`src/ppu_reg_pkg.sv`:
```
package ppu_reg_pkg;

    ////////////////////////////////////////
    // control and mask word fields
    ////////////////////////////////////////
    localparam int CTRL_BG_PT_SEL   = 4; // background pattern table half
    localparam int CTRL_NT_BASE_LSB = 0; // two-bit nametable select starts here
    localparam int MASK_BG_ENA      = 3; // background on
    localparam int MASK_BG_CLIP     = 1; // 1 shows the left 8 columns

    // nametable layout
    localparam logic [4:0] NT_ROWS   = 5'd30;   // tile rows per nametable
    localparam logic [9:0] ATTR_BASE = 10'h3C0; // attribute block offset

    ////////////////////////////////////////
    // memory address widths
    ////////////////////////////////////////
    localparam int PT_AW   = 12; // pattern table
    localparam int NT_AW   = 12; // four nametables
    localparam int PLT_AW  = 5;  // palette
    localparam int VBUF_AW = 17; // page + y + x

    // one nametable read word, two meanings
    // tile index on the first fetch cycle, attribute byte on the next
    typedef union packed {
        logic [7:0]      tile;   // tile index
        logic [3:0][1:0] attr_q; // quadrant q = {row[1], col[1]}
    } nt_word_u;

endpackage

```
`src/ppu_timing_pkg.sv`:
```
package ppu_timing_pkg;

    ////////////////////////////////////////
    // scan geometry
    ////////////////////////////////////////
    localparam logic [8:0] SCAN_X_MAX       = 9'd319; // last cycle of a line
    localparam logic [8:0] SCAN_Y_LAST      = 9'd261; // pre-render line
    localparam logic [8:0] SCAN_Y_VIS       = 9'd240; // visible lines
    localparam logic [8:0] SCAN_Y_VBL_START = 9'd240; // line loaded at frame start
    localparam logic [8:0] PIX_VIS          = 9'd256; // visible pixels per line

    ////////////////////////////////////////
    // fetch cycle positions
    ////////////////////////////////////////
    localparam logic [8:0] PREFETCH_X = 9'd272; // two-tile prefetch window start
    localparam logic [8:0] RELOAD_X   = 9'd257; // horizontal scroll reload
    localparam logic [8:0] RELOAD_Y_X = 9'd271; // vertical reload, line 261 only
    localparam logic [8:0] INC_Y_X    = 9'd256; // fine y step
    localparam logic [2:0] FETCH_NT   = 3'd5;   // tile index address
    localparam logic [2:0] FETCH_AT   = 3'd6;   // attribute + pattern address
    localparam logic [2:0] FETCH_LOAD = 3'd7;   // shifter load
    localparam logic [8:0] CLIP_COLS  = 9'd8;   // left columns blanked by clip

endpackage

```
`src/ppu_scan_if.sv`:
```
`timescale 1ns/10ps

interface ppu_scan_if;

    logic [8:0] scan_x;      // cycle within line
    logic [8:0] scan_y;      // line within frame
    logic       pixel_calc;  // rendered line and pixel/prefetch slot
    logic       frame_start; // one cycle at vblank rise
    logic       run;         // frame in progress

    // timer owns everything
    modport timer  (output scan_x, scan_y, pixel_calc, frame_start, run);

    // background fetch side
    modport fetch  (input scan_x, scan_y, pixel_calc);

    // frame buffer side
    modport writer (input scan_x, scan_y, frame_start, run);

endinterface

```
`src/ppu_bg_fetch.sv`:
```
`timescale 1ns/10ps

module ppu_bg_fetch (
    input  logic                              i_clk,
    input  logic                              i_rstn,
    ppu_scan_if.fetch                         scan,
    input  logic [5:0]                        i_ppuctrl,
    input  logic [7:0]                        i_ppumask,
    input  logic [7:0]                        i_scroll_x,
    input  logic [7:0]                        i_scroll_y,
    output logic [ppu_reg_pkg::NT_AW-1:0]     o_nt_addr,
    input  ppu_reg_pkg::nt_word_u             i_nt_rdata,
    output logic [ppu_reg_pkg::PT_AW-1:0]     o_pt_addr,
    input  logic [15:0]                       i_pt_rdata,
    output logic [ppu_reg_pkg::PLT_AW-1:0]    o_plt_addr
);

    logic [1:0]  c_nt_sel;   // base select from ctrl
    logic [4:0]  r_ntx;      // coarse x
    logic [2:0]  r_finex;
    logic [4:0]  r_nty;      // coarse y
    logic [2:0]  r_finey;
    logic [1:0]  r_nt_base;  // {vertical, horizontal} nametable
    logic [2:0]  c_phase;    // position in 8-cycle tile group
    logic [9:0]  c_attr_addr;
    logic [1:0]  c_attr_q;
    logic [15:0] r_pt_hi;    // plane 1 shifter
    logic [15:0] r_pt_lo;    // plane 0 shifter
    logic [15:0] r_at_hi;
    logic [15:0] r_at_lo;
    logic [3:0]  c_bit_sel;
    logic [3:0]  c_bg_pix;
    logic        c_blank;

    assign c_nt_sel = i_ppuctrl[ppu_reg_pkg::CTRL_NT_BASE_LSB +: 2];
    assign c_phase  = scan.scan_x[2:0];

    ////////////////////////////////////////
    // scroll counters
    ////////////////////////////////////////
    always_ff @(posedge i_clk or negedge i_rstn) begin
        if (!i_rstn) begin
            r_ntx     <= '0;
            r_finex   <= '0;
            r_nty     <= '0;
            r_finey   <= '0;
            r_nt_base <= '0;
        end else begin
            // vertical part
            if (scan.scan_y == ppu_timing_pkg::SCAN_Y_LAST &&
                scan.scan_x == ppu_timing_pkg::RELOAD_Y_X) begin
                r_nty        <= i_scroll_y[7:3];
                r_finey      <= i_scroll_y[2:0];
                r_nt_base[1] <= c_nt_sel[1];
            end else if (scan.scan_x == ppu_timing_pkg::INC_Y_X) begin
                r_finey <= r_finey + 3'd1;
                if (r_finey == 3'd7) begin
                    if (r_nty == ppu_reg_pkg::NT_ROWS - 5'd1) begin
                        r_nty        <= '0;
                        r_nt_base[1] <= ~r_nt_base[1]; // next nametable down
                    end else begin
                        r_nty <= r_nty + 5'd1;
                    end
                end
            end

            // horizontal part
            if (scan.scan_x == ppu_timing_pkg::RELOAD_X) begin
                r_ntx        <= i_scroll_x[7:3];
                r_finex      <= i_scroll_x[2:0];
                r_nt_base[0] <= c_nt_sel[0];
            end else if (scan.pixel_calc && c_phase == ppu_timing_pkg::FETCH_LOAD) begin
                r_ntx <= r_ntx + 5'd1; // wraps 31 -> 0
                if (r_ntx == 5'd31)
                    r_nt_base[0] <= ~r_nt_base[0];
            end
        end
    end

    ////////////////////////////////////////
    // fetch addresses
    ////////////////////////////////////////
    // one attribute byte per 4x4 tiles
    assign c_attr_addr = ppu_reg_pkg::ATTR_BASE + {4'b0000, r_nty[4:2], r_ntx[4:2]};

    always_comb begin
        o_nt_addr = {r_nt_base, 10'h000};
        if (scan.pixel_calc) begin
            if (c_phase == ppu_timing_pkg::FETCH_NT)
                o_nt_addr[9:0] = {r_nty, r_ntx}; // tile index
            else if (c_phase == ppu_timing_pkg::FETCH_AT)
                o_nt_addr[9:0] = c_attr_addr;
        end
    end

    // tile index is back on the attribute cycle
    always_comb begin
        o_pt_addr = '0;
        if (scan.pixel_calc && c_phase == ppu_timing_pkg::FETCH_AT)
            o_pt_addr = {i_ppuctrl[ppu_reg_pkg::CTRL_BG_PT_SEL], i_nt_rdata.tile, r_finey};
    end

    // attribute word back on load cycle
    assign c_attr_q = i_nt_rdata.attr_q[{r_nty[1], r_ntx[1]}];

    ////////////////////////////////////////
    // tile shifters
    ////////////////////////////////////////
    always_ff @(posedge i_clk or negedge i_rstn) begin
        if (!i_rstn) begin
            r_pt_hi <= '0;
            r_pt_lo <= '0;
            r_at_hi <= '0;
            r_at_lo <= '0;
        end else if (scan.pixel_calc) begin
            if (c_phase == ppu_timing_pkg::FETCH_LOAD) begin
                // upper half keeps shifting, new tile enters below
                r_pt_hi <= {r_pt_hi[14:7], i_pt_rdata[15:8]};
                r_pt_lo <= {r_pt_lo[14:7], i_pt_rdata[7:0]};
                r_at_hi <= {r_at_hi[14:7], {8{c_attr_q[1]}}};
                r_at_lo <= {r_at_lo[14:7], {8{c_attr_q[0]}}};
            end else begin
                r_pt_hi <= {r_pt_hi[14:0], 1'b0};
                r_pt_lo <= {r_pt_lo[14:0], 1'b0};
                r_at_hi <= {r_at_hi[14:0], 1'b0};
                r_at_lo <= {r_at_lo[14:0], 1'b0};
            end
        end
    end

    ////////////////////////////////////////
    // pixel select + palette address
    ////////////////////////////////////////
    assign c_bit_sel = 4'd15 - {1'b0, r_finex}; // fine x picks the column
    assign c_bg_pix  = {r_at_hi[c_bit_sel], r_at_lo[c_bit_sel],
                        r_pt_hi[c_bit_sel], r_pt_lo[c_bit_sel]};

    // bg off, or left columns hidden
    assign c_blank = ~i_ppumask[ppu_reg_pkg::MASK_BG_ENA] |
                     (~i_ppumask[ppu_reg_pkg::MASK_BG_CLIP] &
                      (scan.scan_x < ppu_timing_pkg::CLIP_COLS));

    assign o_plt_addr = c_blank ? '0 : {1'b0, c_bg_pix}; // bg palettes only

endmodule

```
`src/ppu_bg_render.sv`:
```
`timescale 1ns/10ps

module ppu_bg_render (
    input  logic                               i_clk,
    input  logic                               i_rstn,
    input  logic [5:0]                         i_ppuctrl,
    input  logic [7:0]                         i_ppumask,
    input  logic [7:0]                         i_scroll_x,
    input  logic [7:0]                         i_scroll_y,
    input  logic                               i_vblank,
    output logic                               o_rde_run,
    // video memories
    output logic [ppu_reg_pkg::NT_AW-1:0]      o_nt_addr,
    input  logic [7:0]                         i_nt_rdata,
    output logic [ppu_reg_pkg::PT_AW-1:0]      o_pt_addr,
    input  logic [15:0]                        i_pt_rdata,
    output logic [ppu_reg_pkg::PLT_AW-1:0]     o_plt_addr,
    input  logic [7:0]                         i_plt_rdata,
    // frame buffer
    output logic [ppu_reg_pkg::VBUF_AW-1:0]    o_vbuf_addr,
    output logic                               o_vbuf_we,
    output logic [7:0]                         o_vbuf_wdata
);

    ppu_reg_pkg::nt_word_u c_nt_word; // raw byte seen as the union

    ppu_scan_if scan_if ();

    assign c_nt_word = i_nt_rdata;
    assign o_rde_run = scan_if.run;

    ////////////////////////////////////////
    // scan timing
    ppu_scan_timer u_scan_timer (
        .i_clk     (i_clk),
        .i_rstn    (i_rstn),
        .i_vblank  (i_vblank),
        .scan      (scan_if.timer)
    );

    ////////////////////////////////////////
    // background fetch and pixel
    ppu_bg_fetch u_bg_fetch (
        .i_clk      (i_clk),
        .i_rstn     (i_rstn),
        .scan       (scan_if.fetch),
        .i_ppuctrl  (i_ppuctrl),
        .i_ppumask  (i_ppumask),
        .i_scroll_x (i_scroll_x),
        .i_scroll_y (i_scroll_y),
        .o_nt_addr  (o_nt_addr),
        .i_nt_rdata (c_nt_word),
        .o_pt_addr  (o_pt_addr),
        .i_pt_rdata (i_pt_rdata),
        .o_plt_addr (o_plt_addr)
    );

    ////////////////////////////////////////
    // frame buffer writes
    ppu_vbuf_writer u_vbuf_writer (
        .i_clk        (i_clk),
        .i_rstn       (i_rstn),
        .scan         (scan_if.writer),
        .i_plt_rdata  (i_plt_rdata),
        .o_vbuf_addr  (o_vbuf_addr),
        .o_vbuf_we    (o_vbuf_we),
        .o_vbuf_wdata (o_vbuf_wdata)
    );

endmodule

```
`src/ppu_scan_timer.sv`:
```
`timescale 1ns/10ps

module ppu_scan_timer (
    input  logic       i_clk,
    input  logic       i_rstn,
    input  logic       i_vblank,
    ppu_scan_if.timer  scan
);

    logic       r_vblank;   // sync stage 1
    logic       rr_vblank;  // sync stage 2
    logic       rrr_vblank; // synced value one cycle back
    logic       c_frame_start;
    logic       r_run;
    logic [8:0] r_scan_x;
    logic [8:0] r_scan_y;
    logic       c_line_rde; // rendered line
    logic       c_slot_rde; // pixel or prefetch cycle

    // vblank sync + rise detect
    always_ff @(posedge i_clk or negedge i_rstn) begin
        if (!i_rstn) begin
            r_vblank   <= 1'b0;
            rr_vblank  <= 1'b0;
            rrr_vblank <= 1'b0;
        end else begin
            r_vblank   <= i_vblank;
            rr_vblank  <= r_vblank;
            rrr_vblank <= rr_vblank;
        end
    end

    assign c_frame_start = rr_vblank & ~rrr_vblank; // rise of the synced vblank

    // run flag, one frame per vblank
    always_ff @(posedge i_clk or negedge i_rstn) begin
        if (!i_rstn) begin
            r_run <= 1'b0;
        end else if (c_frame_start) begin
            r_run <= 1'b1;
        end else if (r_scan_y == ppu_timing_pkg::SCAN_Y_VIS - 9'd1 &&
                     r_scan_x == ppu_timing_pkg::SCAN_X_MAX) begin
            r_run <= 1'b0; // last visible line done
        end
    end

    ////////////////////////////////////////
    // line and pixel counters
    ////////////////////////////////////////
    always_ff @(posedge i_clk or negedge i_rstn) begin
        if (!i_rstn) begin
            r_scan_x <= '0;
            r_scan_y <= '0;
        end else if (c_frame_start) begin
            r_scan_x <= '0;
            r_scan_y <= ppu_timing_pkg::SCAN_Y_VBL_START; // frame opens in vblank
        end else if (r_run) begin
            if (r_scan_x == ppu_timing_pkg::SCAN_X_MAX) begin
                r_scan_x <= '0;
                if (r_scan_y == ppu_timing_pkg::SCAN_Y_LAST)
                    r_scan_y <= '0;
                else
                    r_scan_y <= r_scan_y + 9'd1;
            end else begin
                r_scan_x <= r_scan_x + 9'd1;
            end
        end
    end

    // lines 0-239 and pre-render, cycles 0-255 and 272-287
    assign c_line_rde = (r_scan_y < ppu_timing_pkg::SCAN_Y_VIS) |
                        (r_scan_y == ppu_timing_pkg::SCAN_Y_LAST);
    assign c_slot_rde = (r_scan_x < ppu_timing_pkg::PIX_VIS) |
                        ((r_scan_x >= ppu_timing_pkg::PREFETCH_X) &&
                         (r_scan_x <  ppu_timing_pkg::PREFETCH_X + 9'd16));

    assign scan.scan_x      = r_scan_x;
    assign scan.scan_y      = r_scan_y;
    assign scan.pixel_calc  = c_line_rde & c_slot_rde;
    assign scan.frame_start = c_frame_start;
    assign scan.run         = r_run;

endmodule

```
`src/ppu_vbuf_writer.sv`:
```
`timescale 1ns/10ps

module ppu_vbuf_writer (
    input  logic        i_clk,
    input  logic        i_rstn,
    ppu_scan_if.writer  scan,
    input  logic [7:0]  i_plt_rdata,
    output logic [16:0] o_vbuf_addr,
    output logic        o_vbuf_we,
    output logic [7:0]  o_vbuf_wdata
);

    logic [8:0] r_scan_x; // pixel whose palette byte is back
    logic [8:0] r_scan_y;
    logic       r_run;    // run one cycle late
    logic       r_page;   // frame buffer half being written

    // scan position follows the palette read by one cycle
    always_ff @(posedge i_clk or negedge i_rstn) begin
        if (!i_rstn) begin
            r_scan_x <= '0;
            r_scan_y <= '0;
            r_run    <= 1'b0;
        end else begin
            r_scan_x <= scan.scan_x;
            r_scan_y <= scan.scan_y;
            r_run    <= scan.run;
        end
    end

    // new page each frame
    always_ff @(posedge i_clk or negedge i_rstn) begin
        if (!i_rstn) begin
            r_page <= 1'b0;
        end else if (scan.frame_start) begin
            r_page <= ~r_page;
        end
    end

    ////////////////////////////////////////
    // write port
    ////////////////////////////////////////
    assign o_vbuf_we    = r_run &
                          (r_scan_y < ppu_timing_pkg::SCAN_Y_VIS) &
                          (r_scan_x < ppu_timing_pkg::PIX_VIS); // visible area only
    assign o_vbuf_addr  = {r_page, r_scan_y[7:0], r_scan_x[7:0]};
    assign o_vbuf_wdata = i_plt_rdata; // palette byte lands this cycle

endmodule
```
`config.mk`:
```
export PLATFORM = sky130hd
export DESIGN_NAME = ppu_bg_render
export DESIGN_NICKNAME = d
export VERILOG_FILES = /design/src/ppu_reg_pkg.sv /design/src/ppu_timing_pkg.sv /design/src/ppu_scan_if.sv /design/src/ppu_bg_fetch.sv /design/src/ppu_bg_render.sv /design/src/ppu_scan_timer.sv /design/src/ppu_vbuf_writer.sv
export SDC_FILE = /design/constraint.sdc
export NUM_CORES = 1
export LEC_CHECK = 0
export ABC_AREA = 0
export ABC_CLOCK_PERIOD_IN_PS = 5700
export BUFFER_PORTS_ARGS = -buffer_cell sky130_fd_sc_hd__buf_2
export CAP_MARGIN = 20
export CORE_MARGIN = 2
export CORE_UTILIZATION = 30
export DETAILED_ROUTE_END_ITERATION = 6
export GPL_TIMING_DRIVEN = 0
export RECOVER_POWER = 50
export SLEW_MARGIN = 20
export SYNTH_ARGS = -nofsm -noshare
export SYNTH_HDL_FRONTEND = slang
export SYNTH_SLANG_ARGS = --single-unit
```
`constraint.sdc`:
```
create_clock -name i_clk -period 5.7 [get_ports i_clk]
set_clock_uncertainty 0.15 [all_clocks]
set_input_delay 0.57 -clock i_clk [delete_from_list [all_inputs] [get_ports i_clk]]
set_output_delay 0.57 -clock i_clk [all_outputs]
set_load 0.01 [all_outputs]
```
# Word level (Yosys, flattened, before mapping)
# Index checks and enable logic that the tools add are counted.
# classes
bitwise	14
muxes	43
n_addsub	7
order_cmp	9
eq_ne	12
reduce_logical	17
# ops
operator	count
two-way mux 9 bit	7
== test 9 bit (second input constant)	5
two-way mux 8 bit	4
two-way mux 10 bit	3
two-way mux 5 bit	6
< comparator 9 bit (second input constant)	3
adder 9 x 1 -> 9 bit (second input constant)	2
< comparator 9 x 8 -> 1 bit (second input constant)	2
binary-select mux 1 bit (select 4 bit)	4
nonzero test 2 bit	8
two-way mux 1 bit	13
== test 3 bit (second input constant)	4
two-way mux 12 bit	1
adder 5 x 1 -> 5 bit (second input constant)	2
== test 5 bit (second input constant)	2
== test 9 x 8 -> 1 bit (second input constant)	1
greater-or-equal comparator 9 bit (second input constant)	1
< comparator 9 x 4 -> 1 bit (second input constant)	1
adder 7 x 7 -> 8 bit (first input constant)	1
two-way mux 3 bit	2
inverter 1 bit	6
AND reduction 2 bit	3
AND 1 bit	5
logical AND 1 bit	5
other kinds (9)	11
# totals
in_bits	65
elab_cells	122
out_inout_bits	56
reg_bits	124

# Logic depth before layout (Yosys ltp)
# logic_depth
ltp_word	7
ltp_mapped	8
ltp_nobuf	6

# Hierarchy
# From an unflattened synthesis, not the netlist that was laid out.
# unflattened
cells_unflattened	576
area_unflattened_um2	6149.6
# by_module_without_submodules
module	area_per_inst_um2	cells_per_inst	instances	seq_area_each_um2
ppu_bg_fetch	4265.3	407	1	2052.0
ppu_scan_timer	1171.1	120	1	550.5
ppu_vbuf_writer	713.2	49	1	500.5

# Worst setup path after synthesis
# No wires, ideal clock.
# synth_path
kind	flip-flop to output port
startpoint	register u_scan_timer.r_scan_y[1], in the netlist u_scan_timer.scan.scan_y[1]
endpoint	output o_nt_addr[6] in the netlist's numbering
t_arrival_ps	1953
required_time_ps	4980
stages_incl_launch_ff	8
path_buffers	1
setup_slack_ps	3027
path_cell_list	dfrtp_1 inv_1 ha_1 or4bb_1 o21ai_2 buf_2 nand3_1 a21oi_1
# synth_via
elab_chain_len	4
word_cells_on_any_way	5
classes_between	order compare: 1; eq/ne: 1; mux: 1; bitwise: 2
# synth_rtl
element	line_no	text
start: declaration	ppu_scan_timer.sv:16	logic [8:0] r_scan_y;
start signal: assignment	ppu_scan_timer.sv:56	r_scan_y <= ppu_timing_pkg::SCAN_Y_VBL_START;
start signal: assignment	ppu_scan_timer.sv:63	r_scan_y <= r_scan_y + 9'd1;
< comparator 9 x 8 -> 1 bit / == test 9 bit (equally long branches)	ppu_scan_timer.sv:71, ppu_scan_timer.sv:72	
bitwise OR 1 bit (*)	ppu_scan_timer.sv:71	assign c_line_rde = (r_scan_y < ppu_timing_pkg::SCAN_Y_VIS) |
AND 1 bit (*)	ppu_scan_timer.sv:79	assign scan.pixel_calc = c_line_rde & c_slot_rde;
two-way mux 10 bit (*)	ppu_bg_fetch.sv:88	if (scan.pixel_calc) begin
end: declaration	ppu_bg_render.sv:13	output logic [ppu_reg_pkg::NT_AW-1:0] o_nt_addr,
# Mark *: on every way between the ends. The rest lies on a longest branch, timed or not.

==> results_dict.tcl <==
set metrics [dict create \
    status "complete, but fails checks" \
    violations "capacitance limit, slew limit" \
    max_stage_delay_ns 2.44 \
    min_from "i_vblank" \
    worstMarginPinSlew_ns 3.50 \
    track_usage 0.147 \
    ys_ff_latch 124 \
    n_antenna_cell 0 \
    place.gp.congestion 0.813 \
    rows 52 \
    report.final.slew_viol_count 63 \
    fp.dieH_um 149 \
    syn_area_um2 6290 \
    synthArstFlopShare 1.00 \
    p_per_area_nw_per_um2 358 \
    peakVddDrop_mv 0.137 \
    synth_nets 643 \
    min_path_type "input port to flip-flop" \
    synth_top_cell_by_area "dfrtp_1" \
    post-place-cells 938 \
    worstSkewPairLatency_ns 0.42 \
    end_kind "asynchronous set/reset pin" \
    clk_pin_slew_ns 0.05 \
    fin_setup_tns_ns 0 \
    clockBufferDepth 2 \
    max_freq_ghz 0.249 \
    antenna_found_initial 0 \
    critPathRequiredTime_ns 5.28 \
    dieWidth_um 149 \
    cts_root_buf "clkbuf_16" \
    place_ws_ns 2.35 \
    final-instance-count-excl-fill 970 \
    io_pins 121 \
    hpwl_um 11000 \
    max_slew_margin -1.34 \
    grt_remaining_overflow 0 \
    wl_per_cell_um 15.8 \
    initial_utilization 0.308 \
    cp_cell_sequence "dlygate4sd3_1 -> clkbuf_1" \
    dpl_cell_area_um2 7170 \
    finalPower_mw 2.78 \
    path_delay_family "buffers and inverters" \
    synth-main-ff-cell "dfrtp_1" \
    synthTopCellsByArea "dfrtp_1, mux2_2, o21ai_0" \
    leakage_nw 3.52 \
    htreeDepth 4 \
    rsz0062_at_grt "false" \
    critPathKind "input port to asynchronous set/reset pin" \
    critPathLaunch "i_rstn" \
    path_max_fanout 63 \
    ys.warnings.count 0 \
    drive_gt1_frac 0.307 \
    worst_slack_ns 1.68 \
    r2r_slack_ns 2.77 \
    drt-initial-drc-count 372 \
    wirelength_um 15300 \
    fin_area_um2 7770 \
    cpMaxStageDelayCell "clkbuf_1" \
    viasPerCell 4.98 \
    grt_pass1_vias 4743 \
    vias 4834 \
    drtPass1Iterations 4 \
    setup-violations-final 0 \
    syn_area_per_cell_um2 11.1 \
    netlist_instances 565 \
    cap_violations 1 \
    fin_nets 766 \
    cts.sinks 124 \
    cts_buffers 17 \
    die_area_um2 22100 \
    final_core_util 0.380 \
    arrival_ns 3.59 \
    hold_ws_ns 0.111 \
    cts_setup_buffers 0 \
    finalCriticalPeriod_ns 4.02 \
    ys_types 58 \
    synth_edf_count 0 \
    cp-start-kind "input port" \
    grt_pass1_wl_um 25300 \
    critical_path_buf_inv_count 2 \
    cts_tree "yes" \
    synth_seq_area_share 0.493 \
    portBuffers 102 \
    r2r-start "u_scan_timer.scan.scan_x[0]$_DFFE_PN0P_" \
    coreArea_um2 20400 \
    grt_max_degree 64 \
    synth.top_cell.area_share 0.493 \
    finalHoldViolCount 0 \
    post-route-period-util 0.705 \
    syn_to_final_growth_pct 23.5 \
    ant_nets 0 \
    drc 0 \
]
==> area by class of cell <==
cell class | instances | area [µm²]
buffer | 57 | 342
clock buffer | 22 | 494
tap | 270 | 338
inverter | 10 | 37.5
timing repair buffer | 104 | 537
fill | 2062 | 12700
sequential | 124 | 3100
multi-input combinational | 374 | 2810
clock inverter | 9 | 110
==> cell usage after synthesis (4+ instances only) <==
cell,n
a211o_1,16
a21o_1,4
a21oi_1,12
a31oi_1,6
and3_1,13
and4_1,17
buf_4,29
clkbuf_1,23
dfrtp_1,124
ha_1,13
inv_1,9
mux2_2,36
mux2i_1,21
mux4_2,10
nand2_1,34
nand3_1,17
nand4_1,6
nand4b_1,5
nor2_1,37
nor2b_1,4
nor4_1,4
o211ai_1,6
o21ai_0,46
o31a_1,4
o31ai_1,5
or3_1,5
or4_1,8
xnor2_1,4
==> sequential cells by signal, summed over array words and instances (netlist names) <==
signal / count
u_bg_fetch.r_at_hi: 16
u_bg_fetch.r_at_lo: 16
u_bg_fetch.r_finex: 3
u_bg_fetch.r_finey: 3
u_bg_fetch.r_nt_base: 2
u_bg_fetch.r_ntx: 5
u_bg_fetch.r_nty: 5
u_bg_fetch.r_pt_hi: 16
u_bg_fetch.r_pt_lo: 16
u_scan_timer.r_vblank: 1
u_scan_timer.rr_vblank: 1
u_scan_timer.rrr_vblank: 1
u_scan_timer.scan.run: 1
u_scan_timer.scan.scan_x: 9
u_scan_timer.scan.scan_y: 9
u_vbuf_writer.r_page: 1
u_vbuf_writer.r_run: 1
u_vbuf_writer.r_scan_x: 9
u_vbuf_writer.r_scan_y: 9
==> where the power goes <==
group,leakage (nW),switching [mW],internal [mW],total [mW]
Clock,0.302,0.393,0.700,1.09
Combinational,1.70,0.222,0.270,0.492
Sequential,1.51,0.131,1.07,1.20
Total,3.52,0.747,2.04,2.78
==> kinds of logic after synthesis <==
| group | after synthesis | share of synthesized area |
|---|---|---|
| adders and majority gates | 13 | 0.0259 |
| and+or+nand+nor | 173 | 0.160 |
| xor gates and xnor gates | 7 | 0.00975 |
| buffers and inverters | 67 | 0.0603 |
| other | 1 | 0.000596 |
| DFF | 124 | 0.493 |
| AOI/OAI and AO/OA | 113 | 0.116 |
| muxes | 67 | 0.134 |
==> placed cells by master (no fill, tap or decap), types with 4 or more instances in the layout <==
| cell type | count |
|---|---|
| or3_1 | 5 |
| mux2_2 | 36 |
| dfrtp_1 | 124 |
| o31a_1 | 4 |
| a21oi_1 | 12 |
| clkbuf_16 | 17 |
| and3_1 | 13 |
| nand4b_1 | 5 |
| or4_1 | 8 |
| mux2i_1 | 21 |
| a31oi_1 | 6 |
| o31ai_1 | 5 |
| mux4_2 | 10 |
| inv_1 | 9 |
| clkbuf_8 | 5 |
| a21o_1 | 4 |
| a211o_1 | 16 |
| nor4_1 | 4 |
| buf_4 | 29 |
| nor2b_1 | 4 |
| nand4_1 | 6 |
| clkbuf_1 | 32 |
| and4_1 | 17 |
| xnor2_1 | 4 |
| buf_2 | 96 |
| nand2_1 | 34 |
| nand3_1 | 17 |
| nor2_1 | 37 |
| ha_1 | 13 |
| o211ai_1 | 6 |
| o21ai_0 | 46 |
==> repair_timing <==
action / 4_1_cts / 5_1_grt
gates resized for setup: 0 / 0
hold endpoints to repair: 62 / 0
hold buffers: 1 / 0
==> path summary, 6_finish.rpt <==
| kind | end | depth (start not counted) |
|---|---|---|
| max reg2reg | u_bg_fetch.r_at_hi[6]$_DFFE_PN0P_ | 8 |
| min in group asynchronous | u_vbuf_writer.r_scan_y[3]$_DFF_PN0_ | 2 |
| max in group i_clk | o_pt_addr[1] | 8 |
| min reg2reg | u_scan_timer.rr_vblank$_DFF_PN0_ | 0 |
| max | u_bg_fetch.r_at_hi[13]$_DFFE_PN0P_ | 2 |
| min | u_scan_timer.r_vblank$_DFF_PN0_ | 1 |
==> per-layer routing <==
layer / up-vias / global-route usage / part of all wire
met5: - / 0 / 0
met4: 0 / 0.0576 / 0.022
met3: 20 / 0.0367 / 0.054
met2: 133 / 0.215 / 0.44
met1: 2369 / 0.208 / 0.48
li1: 2312 / - / -
No activity file was read; power rests on OpenSTA's default activity.
